### src/logic/dma_csr_ident_pkg.sv
`default_nettype none

package dma_csr_ident_pkg;

    //----------------------------------------------------------------------
    // Identification word fields
    //----------------------------------------------------------------------
    localparam logic [7:0] VERSION_NUMBER = 8'h16;
    localparam logic [3:0] INTERFACE_TYPE = 4'h2;  // Data path width code
    localparam logic [7:0] FPGA_FAMILY    = 8'h14;

    // Fixed word for bus sanity checks
    localparam logic [31:0] TEST_PATTERN = 32'hABD0_FFCE;

endpackage

`default_nettype wire

### src/logic/dma_csr_map_pkg.sv
`default_nettype none

package dma_csr_map_pkg;

    //----------------------------------------------------------------------
    // Word and index widths
    //----------------------------------------------------------------------
    localparam int CSR_DATA_W = 32;
    localparam int CSR_ADDR_W = 7;

    // Register indices on the host bus
    localparam logic [CSR_ADDR_W-1:0] REG_IDENT     = 7'd0;
    localparam logic [CSR_ADDR_W-1:0] REG_WR_START  = 7'd1;
    localparam logic [CSR_ADDR_W-1:0] REG_BUF_QUEUE = 7'd2;
    localparam logic [CSR_ADDR_W-1:0] REG_DAC       = 7'd3;
    localparam logic [CSR_ADDR_W-1:0] REG_CFG1_HI   = 7'd4;
    localparam logic [CSR_ADDR_W-1:0] REG_CFG2      = 7'd5;
    localparam logic [CSR_ADDR_W-1:0] REG_PKT_COUNT = 7'd6;
    localparam logic [CSR_ADDR_W-1:0] REG_FRAME_LEN = 7'd7;
    localparam logic [CSR_ADDR_W-1:0] REG_TEST      = 7'd9;  // Index 8 left unmapped

    // Bit positions in the one-hot select bus, one per mapped register
    localparam int SEL_W         = 9;
    localparam int SEL_IDENT     = 0;
    localparam int SEL_WR_START  = 1;
    localparam int SEL_BUF_QUEUE = 2;
    localparam int SEL_DAC       = 3;
    localparam int SEL_CFG1_HI   = 4;
    localparam int SEL_CFG2      = 5;
    localparam int SEL_PKT_COUNT = 6;
    localparam int SEL_FRAME_LEN = 7;
    localparam int SEL_TEST      = 8;

    // Config register 1 is split into an upper field and the frame length
    localparam int CFG1_HI_W   = 19;
    localparam int FRAME_LEN_W = 13;

    //----------------------------------------------------------------------
    // Reset values
    //----------------------------------------------------------------------
    localparam logic [CSR_DATA_W-1:0] DAC_RESET       = 32'h8080_8080;
    localparam logic [CSR_DATA_W-1:0] CFG1_RESET      = 32'h0002_1FFF; // Upper 0x10, len 0x1FFF
    localparam logic [CSR_DATA_W-1:0] CFG2_RESET      = 32'h0002_0000;
    localparam logic [CSR_DATA_W-1:0] PKT_COUNT_RESET = 32'h0000_8000;

endpackage

`default_nettype wire

### src/logic/csr_access_decode.sv
`timescale 1ns/1ps
`default_nettype none

module csr_access_decode (
    input  logic                                  clk,
    input  logic                                  rst_n,
    input  logic                                  req_i,
    input  logic                                  wr_en_i,
    input  logic [dma_csr_map_pkg::CSR_ADDR_W-1:0] addr_i,
    input  logic [dma_csr_map_pkg::CSR_DATA_W-1:0] wr_data_i,
    output logic [dma_csr_map_pkg::SEL_W-1:0]      sel_o,
    output logic                                  wr_o,
    output logic                                  rd_o,
    output logic [dma_csr_map_pkg::CSR_DATA_W-1:0] wr_data_o
);

    import dma_csr_map_pkg::*;

    logic [SEL_W-1:0] sel_d;

    // Address compare, the only place the map is consulted
    always_comb begin
        sel_d                = '0;
        sel_d[SEL_IDENT]     = (addr_i == REG_IDENT);
        sel_d[SEL_WR_START]  = (addr_i == REG_WR_START);
        sel_d[SEL_BUF_QUEUE] = (addr_i == REG_BUF_QUEUE);
        sel_d[SEL_DAC]       = (addr_i == REG_DAC);
        sel_d[SEL_CFG1_HI]   = (addr_i == REG_CFG1_HI);
        sel_d[SEL_CFG2]      = (addr_i == REG_CFG2);
        sel_d[SEL_PKT_COUNT] = (addr_i == REG_PKT_COUNT);
        sel_d[SEL_FRAME_LEN] = (addr_i == REG_FRAME_LEN);
        sel_d[SEL_TEST]      = (addr_i == REG_TEST);
    end

    //----------------------------------------------------------------------
    // Request stage
    //----------------------------------------------------------------------
    always_ff @(posedge clk) begin
        if (!rst_n) begin
            wr_o  <= 1'b0;
            rd_o  <= 1'b0;
            sel_o <= '0;
        end else begin
            wr_o <= req_i & wr_en_i;   // One-cycle qualifiers
            rd_o <= req_i & ~wr_en_i;
            if (req_i) begin
                sel_o <= sel_d;        // Held until the next access
            end
        end
    end

    // Payload only
    always_ff @(posedge clk) begin
        if (req_i && wr_en_i) begin
            wr_data_o <= wr_data_i;
        end
    end

endmodule

`default_nettype wire

### src/logic/csr_read_return.sv
`timescale 1ns/1ps
`default_nettype none

module csr_read_return (
    input  logic                                  clk,
    input  logic                                  rst_n,
    input  logic [dma_csr_map_pkg::SEL_W-1:0]      sel_i,
    input  logic                                  rd_i,
    input  logic                                  wr_i,
    input  logic                                  init_rst_i,
    input  logic                                  mwr_start_i,
    input  logic [dma_csr_map_pkg::CSR_DATA_W-1:0] dac_data_i,
    input  logic [dma_csr_map_pkg::CSR_DATA_W-1:0] config_1_i,
    input  logic [dma_csr_map_pkg::CSR_DATA_W-1:0] config_2_i,
    input  logic [dma_csr_map_pkg::CSR_DATA_W-1:0] pkt_count_i,
    input  logic [dma_csr_map_pkg::CSR_DATA_W-1:0] buf_head_i,
    output logic [dma_csr_map_pkg::CSR_DATA_W-1:0] rd_data_o,
    output logic                                  rd_valid_o,
    output logic                                  buf_push_o,
    output logic                                  buf_pop_o
);

    import dma_csr_map_pkg::*;
    import dma_csr_ident_pkg::*;

    logic [CSR_DATA_W-1:0] rd_word;

    //----------------------------------------------------------------------
    // Read mux over the one-hot select
    //----------------------------------------------------------------------
    always_comb begin
        rd_word = '0;  // Unmapped index reads as zero
        if (sel_i[SEL_IDENT]) begin
            rd_word = {FPGA_FAMILY, 4'h0, INTERFACE_TYPE, VERSION_NUMBER, 7'h00, init_rst_i};
        end
        if (sel_i[SEL_WR_START]) begin
            rd_word = CSR_DATA_W'(mwr_start_i);
        end
        if (sel_i[SEL_BUF_QUEUE]) begin
            rd_word = buf_head_i;  // Head before the pop
        end
        if (sel_i[SEL_DAC]) begin
            rd_word = dac_data_i;
        end
        if (sel_i[SEL_CFG1_HI]) begin
            rd_word = CSR_DATA_W'(config_1_i[CSR_DATA_W-1 -: CFG1_HI_W]);
        end
        if (sel_i[SEL_CFG2]) begin
            rd_word = config_2_i;
        end
        if (sel_i[SEL_PKT_COUNT]) begin
            rd_word = pkt_count_i;
        end
        if (sel_i[SEL_FRAME_LEN]) begin
            rd_word = CSR_DATA_W'(config_1_i[FRAME_LEN_W-1:0]);
        end
        if (sel_i[SEL_TEST]) begin
            rd_word = TEST_PATTERN;
        end
    end

    // Output stage, all pulses line up with rd_valid_o
    always_ff @(posedge clk) begin
        if (!rst_n) begin
            rd_data_o  <= '0;
            rd_valid_o <= 1'b0;
            buf_push_o <= 1'b0;
            buf_pop_o  <= 1'b0;
        end else begin
            rd_valid_o <= rd_i;
            buf_push_o <= wr_i & sel_i[SEL_BUF_QUEUE];
            buf_pop_o  <= rd_i & sel_i[SEL_BUF_QUEUE];
            if (rd_i) begin
                rd_data_o <= rd_word;  // Holds until the next read
            end
        end
    end

endmodule

`default_nettype wire

### src/logic/csr_register_bank.sv
`timescale 1ns/1ps
`default_nettype none

module csr_register_bank (
    input  logic                                  clk,
    input  logic                                  rst_n,
    input  logic [dma_csr_map_pkg::SEL_W-1:0]      sel_i,
    input  logic                                  wr_i,
    input  logic [dma_csr_map_pkg::CSR_DATA_W-1:0] wr_data_i,
    output logic                                  init_rst_o,
    output logic                                  mwr_start_o,
    output logic [dma_csr_map_pkg::CSR_DATA_W-1:0] buf_addr_o,
    output logic [dma_csr_map_pkg::CSR_DATA_W-1:0] dac_data_o,
    output logic [dma_csr_map_pkg::CSR_DATA_W-1:0] config_1_o,
    output logic [dma_csr_map_pkg::CSR_DATA_W-1:0] config_2_o,
    output logic [dma_csr_map_pkg::CSR_DATA_W-1:0] pkt_count_o
);

    import dma_csr_map_pkg::*;

    // Per-register write enables
    logic wr_ident;
    logic wr_start;
    logic wr_queue;
    logic wr_dac;
    logic wr_cfg1_hi;
    logic wr_cfg2;
    logic wr_pkt_count;
    logic wr_frame_len;

    assign wr_ident     = wr_i & sel_i[SEL_IDENT];
    assign wr_start     = wr_i & sel_i[SEL_WR_START];
    assign wr_queue     = wr_i & sel_i[SEL_BUF_QUEUE];
    assign wr_dac       = wr_i & sel_i[SEL_DAC];
    assign wr_cfg1_hi   = wr_i & sel_i[SEL_CFG1_HI];
    assign wr_cfg2      = wr_i & sel_i[SEL_CFG2];
    assign wr_pkt_count = wr_i & sel_i[SEL_PKT_COUNT];
    assign wr_frame_len = wr_i & sel_i[SEL_FRAME_LEN];

    //----------------------------------------------------------------------
    // Control bits
    //----------------------------------------------------------------------
    always_ff @(posedge clk) begin
        if (!rst_n) begin
            init_rst_o  <= 1'b0;
            mwr_start_o <= 1'b0;
        end else begin
            if (wr_ident) begin
                init_rst_o <= wr_data_i[0];
            end

            // Initiator reset also aborts a running write
            if (wr_ident && wr_data_i[0]) begin
                mwr_start_o <= 1'b0;
            end else if (wr_start) begin
                mwr_start_o <= wr_data_i[0];
            end
        end
    end

    //----------------------------------------------------------------------
    // Data words
    //----------------------------------------------------------------------
    always_ff @(posedge clk) begin
        if (!rst_n) begin
            buf_addr_o  <= '0;
            dac_data_o  <= DAC_RESET;
            config_1_o  <= CFG1_RESET;
            config_2_o  <= CFG2_RESET;
            pkt_count_o <= PKT_COUNT_RESET;
        end else begin
            if (wr_queue) begin
                buf_addr_o <= wr_data_i;   // Address pushed to the buffer queue
            end

            if (wr_dac) begin
                dac_data_o <= wr_data_i;
            end

            // Two windows onto one word
            if (wr_cfg1_hi) begin
                config_1_o[CSR_DATA_W-1 -: CFG1_HI_W] <= wr_data_i[CFG1_HI_W-1:0];
            end
            if (wr_frame_len) begin
                config_1_o[FRAME_LEN_W-1:0] <= wr_data_i[FRAME_LEN_W-1:0];
            end

            if (wr_cfg2) begin
                config_2_o <= wr_data_i;
            end

            if (wr_pkt_count) begin
                pkt_count_o <= wr_data_i;  // Packets per buffer
            end
        end
    end

endmodule

`default_nettype wire

### src/logic/dma_ctrl_csr_top.sv
`timescale 1ns/1ps
`default_nettype none

module dma_ctrl_csr_top (
    input  logic                                  clk,
    input  logic                                  rst_n,
    input  logic                                  req_i,
    input  logic                                  wr_en_i,
    input  logic [dma_csr_map_pkg::CSR_ADDR_W-1:0] addr_i,
    input  logic [dma_csr_map_pkg::CSR_DATA_W-1:0] wr_data_i,
    input  logic [dma_csr_map_pkg::CSR_DATA_W-1:0] buf_head_i,
    output logic [dma_csr_map_pkg::CSR_DATA_W-1:0] rd_data_o,
    output logic                                  rd_valid_o,
    output logic                                  init_rst_o,
    output logic                                  mwr_start_o,
    output logic [dma_csr_map_pkg::CSR_DATA_W-1:0] buf_addr_o,
    output logic                                  buf_push_o,
    output logic                                  buf_pop_o,
    output logic [dma_csr_map_pkg::CSR_DATA_W-1:0] dac_data_o,
    output logic [dma_csr_map_pkg::CSR_DATA_W-1:0] config_1_o,
    output logic [dma_csr_map_pkg::CSR_DATA_W-1:0] config_2_o,
    output logic [dma_csr_map_pkg::CSR_DATA_W-1:0] pkt_count_o
);

    import dma_csr_map_pkg::*;

    // Decoded access, one cycle behind req_i
    logic [SEL_W-1:0]      sel;
    logic                  wr;
    logic                  rd;
    logic [CSR_DATA_W-1:0] wr_data;

    csr_access_decode u_decode (
        .clk       (clk),
        .rst_n     (rst_n),
        .req_i     (req_i),
        .wr_en_i   (wr_en_i),
        .addr_i    (addr_i),
        .wr_data_i (wr_data_i),
        .sel_o     (sel),
        .wr_o      (wr),
        .rd_o      (rd),
        .wr_data_o (wr_data)
    );

    csr_register_bank u_bank (
        .clk         (clk),
        .rst_n       (rst_n),
        .sel_i       (sel),
        .wr_i        (wr),
        .wr_data_i   (wr_data),
        .init_rst_o  (init_rst_o),
        .mwr_start_o (mwr_start_o),
        .buf_addr_o  (buf_addr_o),
        .dac_data_o  (dac_data_o),
        .config_1_o  (config_1_o),
        .config_2_o  (config_2_o),
        .pkt_count_o (pkt_count_o)
    );

    // Reads the bank outputs directly
    csr_read_return u_read (
        .clk         (clk),
        .rst_n       (rst_n),
        .sel_i       (sel),
        .rd_i        (rd),
        .wr_i        (wr),
        .init_rst_i  (init_rst_o),
        .mwr_start_i (mwr_start_o),
        .dac_data_i  (dac_data_o),
        .config_1_i  (config_1_o),
        .config_2_i  (config_2_o),
        .pkt_count_i (pkt_count_o),
        .buf_head_i  (buf_head_i),
        .rd_data_o   (rd_data_o),
        .rd_valid_o  (rd_valid_o),
        .buf_push_o  (buf_push_o),
        .buf_pop_o   (buf_pop_o)
    );

endmodule

`default_nettype wire

### config.mk
export PLATFORM = sky130hd
export DESIGN_NAME = dma_ctrl_csr_top
export DESIGN_NICKNAME = d
export VERILOG_FILES = /design/src/logic/dma_csr_ident_pkg.sv /design/src/logic/dma_csr_map_pkg.sv /design/src/logic/csr_access_decode.sv /design/src/logic/csr_read_return.sv /design/src/logic/csr_register_bank.sv /design/src/logic/dma_ctrl_csr_top.sv
export SDC_FILE = /design/constraint.sdc
export NUM_CORES = 1
export LEC_CHECK = 0
export BUFFER_PORTS_ARGS = -buffer_cell sky130_fd_sc_hd__buf_2
export CAP_MARGIN = 20
export CORE_MARGIN = 2
export CORE_UTILIZATION = 52
export DETAILED_ROUTE_END_ITERATION = 12
export PLACE_DENSITY_LB_ADDON = 0.12
export SYNTH_ARGS = -nofsm -noshare
export SYNTH_HDL_FRONTEND = slang
export SYNTH_SLANG_ARGS = --single-unit
### constraint.sdc
create_clock -name clk -period 2 [get_ports clk]
set_clock_uncertainty 0.1 [all_clocks]
set_input_delay 0.4 -clock clk [delete_from_list [all_inputs] [get_ports clk]]
set_output_delay 0.4 -clock clk [all_outputs]
set_load 0.05 [all_outputs]
==> flow_summary_export.csv <==
group,metric,value,unit
outcome,outcome,"finished, final reports clean",
timing,maxSlewViolCount,0,
critical_path,crit_buf_inv,1,
critical_path,timing.setup.critical_path_class,"reg -> reg",
timing,layout_min_cycle_time,1.79,ns
cts,clockRootBuffer,"sky130_fd_sc_hd__clkbuf_16",
cts,cts_resized,0,
detailed_routing,drt-wirelength-per-cell,19.2,um
cts,worstSkewPairLatency,0.52,ns
cts,cts_tree,"built",
synth,yosys.area.top_type_share,43.4,%
synth,synth_nets,1221,
final_layout,area_delta_synth_final,28.9,%
synth,ys_warn_count,0,
timing,worstMarginPinSlew,0.618,ns
timing,setup_viol_count_final,0,
critical_path,startpoint_type,"flip-flop",
critical_path,path_delay_family,"compound AO/OA/AOI/OAI gates",
floorplan,core_area,18000,um^2
timing,final_min_period_over_clock_period,89.7,%
cts,cts_sinks,240,
timing,slew_headroom,58.6,%
detailed_routing,detailedRoute.firstPassIterationCount,5,
floorplan,initial_utilization,53.2,%
synth,yosys_most_used_dff,"sky130_fd_sc_hd__dfxtp_1",
synth,async_reset_ff_share,0,%
detailed_routing,routed_via_count_divided_by_cell_count,5.61,
floorplan,pin_count,272,
synth,synthDistinctLibCells,46,
cts,post-cts-setup-buffer-count,0,
global_route,grt-ovfl-total,0,
cts,cts_inserted_buffers,25,
job,max-cap-violations,0,
synth,synthCells,1146,
timing,fin_setup_tns,0,ns
detailed_routing,remaining_drc_errors,0,
detailed_routing,routed_wirelength,32100,um
place,io_buffer_count,271,
critical_path,timing.critical_path.arrival,2.14,ns
pwr,pwr_density_cell,822,nW/um^2
pwr,ir_worst_vdd,697,uV
global_route,number_of_global_route_vias_before_repair,8608,
synth,ys_ff_latch,240,
global_route,grt_max_degree,80,
synth,ys_seq_area_share,53.5,%
floorplan,floorplan.rows,49,
floorplan,die_width,140,um
global_route,grtUsageTotal,31.4,%
final_layout,finish.net_count,1502,
critical_path,cp_cell_sequence,"buf_4 -> nor3b_1 -> a2111oi_0 -> o21ai_1 -> a21oi_1",
pwr,totalPowerFinal,10.2,mW
timing,fmaxAchievable,558,MHz
pwr,leakage_power_total,5.06,nW
place,detailedPlacementHpwl,22400,um
global_route,number_of_antenna_violations_at_the_first_check_in_global_routing,1,
cts,htree_num_levels,1,
synth,synth.avg_cell_area,8.36,um^2
cts,postCtsHoldBufs,33,
final_layout,commonest_non_fill_non_tap_cell_in_the_layout,"sky130_fd_sc_hd__nand2_1",
floorplan,die_area,19500,um^2
critical_path,crit_required,2.35,ns
critical_path,crit_path_max_fo,27,
final_layout,final_layout_size_suffix_gt1_share,26.0,%
final_layout,final_cell_mix,"sky130_fd_sc_hd__nand2_1 (375), sky130_fd_sc_hd__buf_2 (271), sky130_fd_sc_hd__dfxtp_1 (206)",
timing,rsz0062_at_grt,"false",
cts,clk_pin_slew_worst_paths,0.06,ns
global_route,grt_first_pass_wirelength,48900,um
synth,mappedNetlistArea,9590,um^2
synth,ys_top_cells_by_area,"sky130_fd_sc_hd__dfxtp_1 (43%), sky130_fd_sc_hd__nand2_1 (15%), sky130_fd_sc_hd__edfxtp_1 (10%)",
place,gp_congestion,0.963,
detailed_routing,detail_route.iter0.violations,1083,
min_path,worst_hold_path_type,"in -> reg",
cts,max-clock-path-buffers,3,
critical_path,worstSetupEndpointType,"flip-flop",
timing,final_hold_viol_count,0,
detailed_routing,route.antenna.remaining_nets,0,
floorplan,die_y,140,um
detailed_routing,via_count,9393,
critical_path,worst_path_max_stage_delay,0.52,ns
critical_path,cpMaxStageDelayCell,"sky130_fd_sc_hd__a2111oi_0",
synth,synth_enable_flop_cells,32,
synth,synth_top_area_cell,"sky130_fd_sc_hd__dfxtp_1",
worst paths after layout:
| kind | startpoint | endpoint | slack (ns) | depth (start not counted) |
|---|---|---|---|---|
| max | u_decode.sel_o[4] | u_read.rd_data_o[10] | 0.21 | 5 |
| min | addr_i[2] | u_decode.sel_o[8] | 0.09 | 3 |
| max reg2reg | u_decode.sel_o[4] | u_read.rd_data_o[10] | 0.21 | 5 |
| min reg2reg | u_bank.buf_addr_o[26] | u_bank.buf_addr_o[26] | 0.35 | 2 |
synthesized netlist by cell type, types with 2 or more instances:
cell type / count
sky130_fd_sc_hd__a2111oi_0: 3
sky130_fd_sc_hd__a211oi_1: 8
sky130_fd_sc_hd__a21o_1: 4
sky130_fd_sc_hd__a21oi_1: 164
sky130_fd_sc_hd__a221o_1: 15
sky130_fd_sc_hd__a221oi_1: 10
sky130_fd_sc_hd__a221oi_2: 12
sky130_fd_sc_hd__a22o_1: 13
sky130_fd_sc_hd__a311oi_1: 3
sky130_fd_sc_hd__a31oi_1: 8
sky130_fd_sc_hd__a32o_1: 2
sky130_fd_sc_hd__and2_1: 7
sky130_fd_sc_hd__and3_1: 2
sky130_fd_sc_hd__buf_1: 4
sky130_fd_sc_hd__buf_2: 31
sky130_fd_sc_hd__buf_6: 3
sky130_fd_sc_hd__clkbuf_1: 54
sky130_fd_sc_hd__dfxtp_1: 208
sky130_fd_sc_hd__edfxtp_1: 32
sky130_fd_sc_hd__inv_1: 30
sky130_fd_sc_hd__nand2_1: 375
sky130_fd_sc_hd__nand2b_1: 7
sky130_fd_sc_hd__nand3_1: 20
sky130_fd_sc_hd__nand3b_1: 4
sky130_fd_sc_hd__nor2_1: 44
sky130_fd_sc_hd__nor2_2: 2
sky130_fd_sc_hd__nor2b_1: 12
sky130_fd_sc_hd__nor3_1: 5
sky130_fd_sc_hd__nor3b_1: 5
sky130_fd_sc_hd__o211ai_1: 10
sky130_fd_sc_hd__o21ai_0: 14
sky130_fd_sc_hd__o21ai_1: 6
sky130_fd_sc_hd__o221ai_1: 8
sky130_fd_sc_hd__o311a_1: 7
sky130_fd_sc_hd__o31ai_1: 3
power breakdown:
| part | internal (mW) | switching [mW] |
|---|---|---|
| registers | 4.96 | 0.108 |
| clock network | 2.70 | 1.93 |
| logic | 0.176 | 0.281 |
per-stage QoR:
stage | setup slack, ns | instances | hold WS [ns] | cell area [um^2] | utilization (%)
2_1_floorplan | 0.313 | 1146 | 0.348 | 9590 | -
3_3_place_gp | 0.260 | 1596 | 0.336 | 11200 | 62.2
3_5_place_dp | 0.268 | 1596 | 0.341 | 11200 | 62.2
4_1_cts | 0.225 | 1674 | 0.0787 | 12400 | 68.5
5_1_grt | 0.0683 | 1675 | 0.112 | 12400 | 68.5
6_report | 0.207 | 1675 | 0.0921 | 12400 | 68.5
cell type report:
type                       count  area [um^2]
multi-input combinational    781         3930
clock inverter                12          119
sequential                   240         5130
inverter                      32          123
tap                          229          287
antenna                        1         2.50
timing repair buffer         347         2070
fill                        1537         5670
clock buffer                  33          696
sequential cells by signal (all words and copies together) (netlist names), 9 cells and up:
| register | count |
|---|---|
| u_bank.config_1_o | 32 |
| u_read.rd_data_o | 32 |
| u_decode.sel_o | 9 |
| u_bank.config_2_o | 32 |
| u_bank.buf_addr_o | 32 |
| u_bank.pkt_count_o | 32 |
| u_bank.dac_data_o | 32 |
| u_decode.wr_data_o | 32 |
per-layer routing:
metal | GRT usage [%] | vias to the layer above | wire [um]
met1 | 48.2 | 4392 | 14200
met5 | 0 | - | 0
met4 | 7.84 | 0 | 704
li1 | - | 4467 | -
met3 | 6.02 | 47 | 3410
met2 | 45.4 | 487 | 13800
logic make-up after synthesis:
kind of cell           synth area share [%]
buffers and inverters                  5.57
muxes                                 0.117
AOI/OAI and AO/OA                      20.2
and+or+nand+nor                        20.7
DFF                                    53.5
worst reg2reg max path, delay by kind of cell, from the launching register on:
family,cells,cell delay (ns)
AOI/OAI and AO/OA,3,0.89
buffers and inverters,1,0.22
DFF,1,0.31
and+or+nand+nor,1,0.20
Power figures use the tool's default switching activity.
